## src/hw/cache_geom_pkg.sv

```systemverilog
package cache_geom_pkg;

	// processor side
	localparam int ADDR_W = 16;	// word address, not byte address
	localparam int WORD_W = 16;

	// line layout, word 0 sits in the low bits of a line
	localparam int LINE_WORDS = 4;
	localparam int LINE_W = LINE_WORDS * WORD_W;
	localparam int OFFSET_W = $clog2(LINE_WORDS);

	// two ways of SETS entries each
	localparam int SET_W = 5;
	localparam int SETS = 1 << SET_W;
	localparam int TAG_W = ADDR_W - SET_W - OFFSET_W;

	// main memory holds whole lines
	localparam int LINE_ADDR_W = ADDR_W - OFFSET_W;
	localparam int MEM_LINES = 1 << LINE_ADDR_W;
	localparam int MEM_LATENCY = 4;	// cycles from request to ack
	localparam int MEM_CNT_W = $clog2(MEM_LATENCY);

	typedef logic [TAG_W-1:0] tag_t;
	typedef logic [SET_W-1:0] set_idx_t;
	typedef logic [OFFSET_W-1:0] word_off_t;
	typedef logic [LINE_W-1:0] line_t;
	typedef logic [LINE_ADDR_W-1:0] line_addr_t;

	// one way entry as stored and read back
	typedef struct packed {
		logic valid;
		logic dirty;	// line differs from main memory
		tag_t tag;
		line_t line;
	} cache_entry_t;

endpackage

```

## src/hw/cache_bus_pkg.sv

```systemverilog
package cache_bus_pkg;

	// word request from the processor, wishbone classic
	typedef struct packed {
		logic cyc;
		logic stb;
		logic we;
		logic [cache_geom_pkg::ADDR_W-1:0] adr;
		logic [cache_geom_pkg::WORD_W-1:0] dat;	// write data
	} cpu_req_t;

	// ack is a one cycle pulse, dat valid with it on reads
	typedef struct packed {
		logic ack;
		logic [cache_geom_pkg::WORD_W-1:0] dat;
	} cpu_rsp_t;

	// line request to main memory
	typedef struct packed {
		logic cyc;
		logic stb;
		logic we;
		cache_geom_pkg::line_addr_t adr;	// word address without offset
		cache_geom_pkg::line_t dat;
	} mem_req_t;

	typedef struct packed {
		logic ack;
		cache_geom_pkg::line_t dat;
	} mem_rsp_t;

endpackage

```

## src/hw/dcache_ctrl.sv

```systemverilog
`timescale 1ns/1ps

module dcache_ctrl (
	input  logic                        clk,
	input  logic                        rst,
	input  cache_bus_pkg::cpu_req_t      i_cpu_req,
	output cache_bus_pkg::cpu_rsp_t      o_cpu_rsp,
	output cache_bus_pkg::mem_req_t      o_mem_req,
	input  cache_bus_pkg::mem_rsp_t      i_mem_rsp,
	output cache_geom_pkg::set_idx_t     o_set,
	output logic [1:0]                  o_way_we,
	output cache_geom_pkg::cache_entry_t o_wr_entry,
	output logic                        o_lru_we,
	output logic                        o_used_way,
	input  cache_geom_pkg::cache_entry_t i_entry0,
	input  cache_geom_pkg::cache_entry_t i_entry1,
	input  logic                        i_mru
);
	import cache_geom_pkg::*;

	typedef enum logic [2:0] {
		st_idle,
		st_lookup,
		st_writeback,
		st_refill,
		st_reread,
		st_rest
	} state_t;

	state_t state, state_nxt;

	// request fields, captured while idle
	tag_t tag_q;
	set_idx_t set_q;
	word_off_t off_q;
	logic we_q;
	logic [WORD_W-1:0] wdat_q;

	logic victim_q;	// way picked on the miss
	logic ack_q;
	logic [WORD_W-1:0] rdat_q;

	logic hit0, hit1, hit, hit_way;
	logic victim_way, vict_sel;
	cache_entry_t hit_entry, vict_entry;
	line_t base_line, new_line;

	// put one word into a line
	function automatic line_t merge_word(line_t line, word_off_t off, logic [WORD_W-1:0] word);
		line_t merged;
		merged = line;
		merged[off*WORD_W +: WORD_W] = word;
		return merged;
	endfunction

	assign hit0 = i_entry0.valid && (i_entry0.tag == tag_q);
	assign hit1 = i_entry1.valid && (i_entry1.tag == tag_q);
	assign hit = hit0 || hit1;
	assign hit_way = !hit0;
	assign hit_entry = hit0 ? i_entry0 : i_entry1;

	// empty way 0, then empty way 1, else the older one
	assign victim_way = !i_entry0.valid ? 1'b0 :
		!i_entry1.valid ? 1'b1 : !i_mru;
	assign vict_sel = (state == st_lookup) ? victim_way : victim_q;
	assign vict_entry = vict_sel ? i_entry1 : i_entry0;

	// refill takes the fetched line, a write hit the cached one
	assign base_line = (state == st_refill) ? i_mem_rsp.dat : hit_entry.line;
	assign new_line = we_q ? merge_word(base_line, off_q, wdat_q) : base_line;

	// store reads the incoming set while idle, the held set otherwise
	assign o_set = (state == st_idle) ? i_cpu_req.adr[OFFSET_W +: SET_W] : set_q;
	assign o_wr_entry = '{valid: 1'b1, dirty: we_q, tag: tag_q, line: new_line};
	assign o_lru_we = (state == st_lookup) && hit;
	assign o_used_way = hit_way;

	always_comb begin
		state_nxt = state;
		o_way_we = 2'b00;
		o_mem_req = '{
			cyc: 1'b0,
			stb: 1'b0,
			we:  1'b0,
			adr: {tag_q, set_q},
			dat: vict_entry.line
		};
		case (state)
			st_idle: begin
				if (i_cpu_req.cyc && i_cpu_req.stb) begin
					state_nxt = st_lookup;
				end
			end
			st_lookup: begin
				if (hit) begin
					o_way_we[hit_way] = we_q;	// write hit updates in place
					state_nxt = st_rest;
				end else if (vict_entry.valid && vict_entry.dirty) begin
					state_nxt = st_writeback;
				end else begin
					state_nxt = st_refill;
				end
			end
			st_writeback: begin
				o_mem_req.cyc = 1'b1;
				o_mem_req.stb = 1'b1;
				o_mem_req.we = 1'b1;
				o_mem_req.adr = {vict_entry.tag, set_q};	// old owner of the line
				if (i_mem_rsp.ack) begin
					state_nxt = st_refill;
				end
			end
			st_refill: begin
				o_mem_req.cyc = 1'b1;
				o_mem_req.stb = 1'b1;
				if (i_mem_rsp.ack) begin
					o_way_we[victim_q] = 1'b1;
					state_nxt = st_reread;
				end
			end
			st_reread: state_nxt = st_lookup;	// let the new line reach the read port
			st_rest: state_nxt = st_idle;	// keeps acks apart
			default: state_nxt = st_idle;
		endcase
	end

	always_ff @(posedge clk) begin
		if (rst) begin
			state <= st_idle;
			ack_q <= 1'b0;
		end else begin
			state <= state_nxt;
			ack_q <= (state == st_lookup) && hit;
		end
	end

	always_ff @(posedge clk) begin
		if (state == st_idle) begin
			tag_q <= i_cpu_req.adr[ADDR_W-1 -: TAG_W];
			set_q <= i_cpu_req.adr[OFFSET_W +: SET_W];
			off_q <= i_cpu_req.adr[OFFSET_W-1:0];
			we_q <= i_cpu_req.we;
			wdat_q <= i_cpu_req.dat;
		end
		if (state == st_lookup) begin
			rdat_q <= hit_entry.line[off_q*WORD_W +: WORD_W];
			victim_q <= victim_way;
		end
	end

	assign o_cpu_rsp = '{ack: ack_q, dat: rdat_q};

	a_ack_pulse: assert property (@(posedge clk) disable iff (rst)
		o_cpu_rsp.ack |=> !o_cpu_rsp.ack)
		else $error("cpu ack high in two consecutive cycles");

	// wishbone master holds its request until the slave acks
	a_mem_hold: assert property (@(posedge clk) disable iff (rst)
		o_mem_req.cyc && !i_mem_rsp.ack |=> $stable(o_mem_req))
		else $error("memory request changed before ack");

endmodule

```

## config.mk

```make
export PLATFORM = sky130hd
export DESIGN_NAME = dcache_ctrl
export DESIGN_NICKNAME = d
export VERILOG_FILES = /design/src/hw/cache_geom_pkg.sv /design/src/hw/cache_bus_pkg.sv /design/src/hw/dcache_ctrl.sv
export SDC_FILE = /design/constraint.sdc
export NUM_CORES = 1
export LEC_CHECK = 0
export BUFFER_PORTS_ARGS = -buffer_cell sky130_fd_sc_hd__buf_2
export CORE_AREA = 10 10 163 165
export CTS_CLUSTER_SIZE = 8
export DETAILED_ROUTE_END_ITERATION = 10
export DIE_AREA = 0 0 173 175
export MAX_ROUTING_LAYER = met4
export PLACE_DENSITY_LB_ADDON = 0.3
export SYNTH_ARGS = -nofsm -noshare
export SYNTH_HDL_FRONTEND = slang
export SYNTH_SLANG_ARGS = --single-unit
```

## constraint.sdc

```tcl
create_clock -name clk -period 3.5 [get_ports clk]
set_input_delay 0.175 -clock clk [delete_from_list [all_inputs] [get_ports clk]]
set_output_delay 0.175 -clock clk [all_outputs]
set_load 0.005 [all_outputs]
```

==> flow_metrics.env <==
export IMPL_avgSynthCellArea_um2=9.35
export IMPL_regArea_um2=1520
export IMPL_synth_seq_cells=54
export IMPL_antenna_found_initial=3
export IMPL_critPathKind="reg -> out"
export IMPL_vias=7712
export IMPL_yosysSeqAreaShare_pct=24.3
export IMPL_clock_latency_ps=310
export IMPL_yosys_most_used_dff="edfxtp_1"
export IMPL_ant_nets=0
export IMPL_place_worst_setup_slack_ps=668
export IMPL_rows=56
export IMPL_first_global_vias=8086
export IMPL_slew_headroom_pct=31.7
export IMPL_setup_viol=0
export IMPL_cts_setup_buffers=0
export IMPL_crit_fanout=42
export IMPL_grt_max_degree=65
export IMPL_critPathRequiredTime_ps=3320
export IMPL_tns_ps=0
export IMPL_area_growth_pct=43.1
export IMPL_fin_crit_sh_pct=86.0
export IMPL_cp_startpoint="tag_q[1]"
export IMPL_peakVddDrop_v=0.000307
export IMPL_fillers=2429
export IMPL_drtIter0Drc=659
export IMPL_clkSlewWorstSetupHoldPaths_ps=90
export IMPL_hpwl_um=28800
export IMPL_grt_usage_pct=23.6
export IMPL_vias_per_cell=5.56
export IMPL_max_cap_violations=0
export IMPL_critPathSlowestCell="edfxtp_1"
export IMPL_grt_ovfl_total=0
export IMPL_clock_fmax_mhz=332
export IMPL_multiInputGateArea_um2=4420
export IMPL_cts_resized=0
export IMPL_wirelength_um=36800
export IMPL_clk_path_buf_depth=2
export IMPL_final_net_count=1323
export IMPL_cp_start_kind="flip-flop"
export IMPL_instances_no_fill=1388
export IMPL_seq_power_share_pct=25.2
export IMPL_p_per_area_nw_per_um2=566
export IMPL_cts_hold_buf=0
export IMPL_pwr_share_clk_pct=11.0
export IMPL_hold_class="in -> reg"
export IMPL_worstPathArrival_ps=2840
export IMPL_cpPeakStageDelay_ps=460
export IMPL_dieArea_um2=30300
export IMPL_first_pass_iters=7
export IMPL_slew_viol_final=0
export IMPL_r2r_start="tag_q[1]"
export IMPL_port_buffers=433
export IMPL_p_comb_share_pct=63.8
export IMPL_fin_crit_ps=3010
export IMPL_syn_num_nets=927
export IMPL_start_util_pct=26.9
export IMPL_crit_chain="xor2_1 -> nor4_2 -> and3_2 -> inv_2 -> buf_12 -> a211oi_1 -> o21ai_0 -> buf_2"
export IMPL_cts_made_buffers=5
export IMPL_drive_gt1_share_pct=54.9
export IMPL_die_x_um=173
export IMPL_cts_max_level=2
export IMPL_grt_setup_unrepaired="false"
export IMPL_post_drt_wl_per_cell_um=26.5
export IMPL_endpoint_kind="primary output"
export IMPL_leakagePower_nw=3.95
export IMPL_p_sw_mw=2.28
export IMPL_die_y_um=175
export IMPL_dp_cells=1377
export IMPL_core_area_um2=23300
export IMPL_hold_violations=0
export IMPL_clock_sinks=54
export IMPL_fin_area_um2=8950
export IMPL_worst_clock_skew_ps=12.6
export IMPL_intPower_mw=2.78
export IMPL_syn_area_um2=6250
export IMPL_yosysUniqueCellTypes=41
export IMPL_netlist_instances=669
export IMPL_yosysWarnings=0
export IMPL_placed_cell_area_um2=8790
export IMPL_synth_async_sr_flop_share_pct=0
export IMPL_status="finished, final reports clean"
export IMPL_drc=0
export IMPL_whs_ps=35.2
export IMPL_worst_pin_slew_ps=1020
export IMPL_power_share_switching_pct=45.1
export IMPL_boundaryPins=435
export IMPL_cts_tree="yes"
export IMPL_root_buffer="clkbuf_16"
export IMPL_min_from="i_cpu_req[8]"
export IMPL_grt_first_pass_wirelength_um=53600
export IMPL_finalWorstSetupSlack_ps=488
export IMPL_synth_edf_count=44
export IMPL_gp_congestion=0.951
-- power by group through the flow --
stage               Sequential, mW  Clock, mW  Combinational [mW]
floorplan                     1.21          0                1.68
global placement              1.28          0                3.23
detailed placement            1.28          0                3.25
CTS                           1.27      0.582                3.26
global route                  1.31      0.602                3.51
finish                        1.27      0.559                3.23
-- cell usage in the layout, fill, tap and decap left out, types with 2 or more instances in the layout --
cell type | synthesis | final
ha_1 | 5 | 5
o31ai_1 | 2 | 2
xnor2_1 | 10 | 10
inv_2 | 1 | 2
nand4_1 | 2 | 2
dfxtp_1 | 10 | 10
mux2i_1 | 10 | 9
buf_12 | 2 | 3
and4_1 | 64 | 64
a31o_2 | 2 | 2
mux2_2 | 86 | 86
nor3_1 | 3 | 2
inv_1 | 5 | 4
diode_2 | 0 | 3
a21oi_1 | 10 | 10
clkbuf_16 | 0 | 5
mux4_1 | 20 | 20
buf_4 | 4 | 26
edfxtp_1 | 44 | 44
nor4b_2 | 0 | 3
nand2_1 | 78 | 77
mux4_2 | 12 | 12
a211oi_1 | 64 | 64
buf_2 | 12 | 433
xor2_1 | 8 | 8
o21ai_0 | 130 | 130
nor2_1 | 11 | 11
nand2b_1 | 2 | 2
nor4_2 | 0 | 3
-- registers in the layout (all words and copies together), names as in the netlist --
name,flops
rdat_q,16
wdat_q,16
tag_q,9
set_q,5
state,3
off_q,2
ack_q,1
victim_q,1
we_q,1
-- Yosys cell counts (3+ instances only) --
master	count	area [um^2]
o21ai_0	130	651
mux2_2	86	968
nand2_1	78	293
a211oi_1	64	480
and4_1	64	561
clkbuf_1	52	195
edfxtp_1	44	1320
mux4_1	20	526
buf_2	12	60.1
mux4_2	12	270
nor2_1	11	41.3
a21oi_1	10	50.1
dfxtp_1	10	200
mux2i_1	10	100
xnor2_1	10	87.6
xor2_1	8	70.1
ha_1	5	62.6
inv_1	5	18.8
buf_4	4	30.0
nor3_1	3	15.0
nor4_1	3	18.8
nor4b_1	3	26.3
-- worst max-delay path, delay by kind of cell (launching register included) --
family	cells	cell delay (ps)
flops	1	460
compound gates	2	630
buf+inv	3	650
xor+xnor	1	200
simple gates	2	580
-- through the flow --
step	util [%]	power, mW
2_1_floorplan	-	2.89
3_3_place_gp	37.8	4.51
3_5_place_dp	37.8	4.54
4_1_cts	38.4	5.12
5_1_grt	38.5	5.42
6_report	38.5	5.07
-- cell type report --
class | instances | area share [%]
multi-input combinational | 536 | 49.4
antenna | 3 | 0.0839
clock inverter | 2 | 0.126
tap | 319 | 4.46
inverter | 6 | 0.252
sequential | 54 | 17.0
clock buffer | 6 | 1.55
timing repair buffer | 462 | 27.1
-- path summary, 6_finish.rpt --
kind	end	slack (ps)	depth (start not counted)
worst min register to register	set_q[0]	520	1
worst min-delay path	wdat_q[8]	40	1
worst max register to register	rdat_q[6]	770	6
worst max-delay path	o_wr_entry[47]	490	8
-- metal layers --
layer / track usage, % / vias up / wire length [um] / share of wire (%)
li1: - / 3457 / - / -
met1: 27.6 / 3711 / 15000 / 41
met2: 39.9 / 498 / 18100 / 49
met3: 5.80 / 46 / 2940 / 8.0
met4: 5.71 / 0 / 755 / 2.1
met5: - / - / 0 / 0
-- logic make-up after synthesis --
group	Yosys count	share of synthesized area (%)
AND/OR/NAND/NOR	172	16.4
other	1	0.0600
multiplexers	128	29.8
adder cells (fa/ha/maj)	5	1.00
flip-flops	54	24.3
AO/OA/AOI/OAI	212	19.9
buffers and inverters	79	5.98
XOR/XNOR	18	2.52
(Power assumes the default switching activity.)
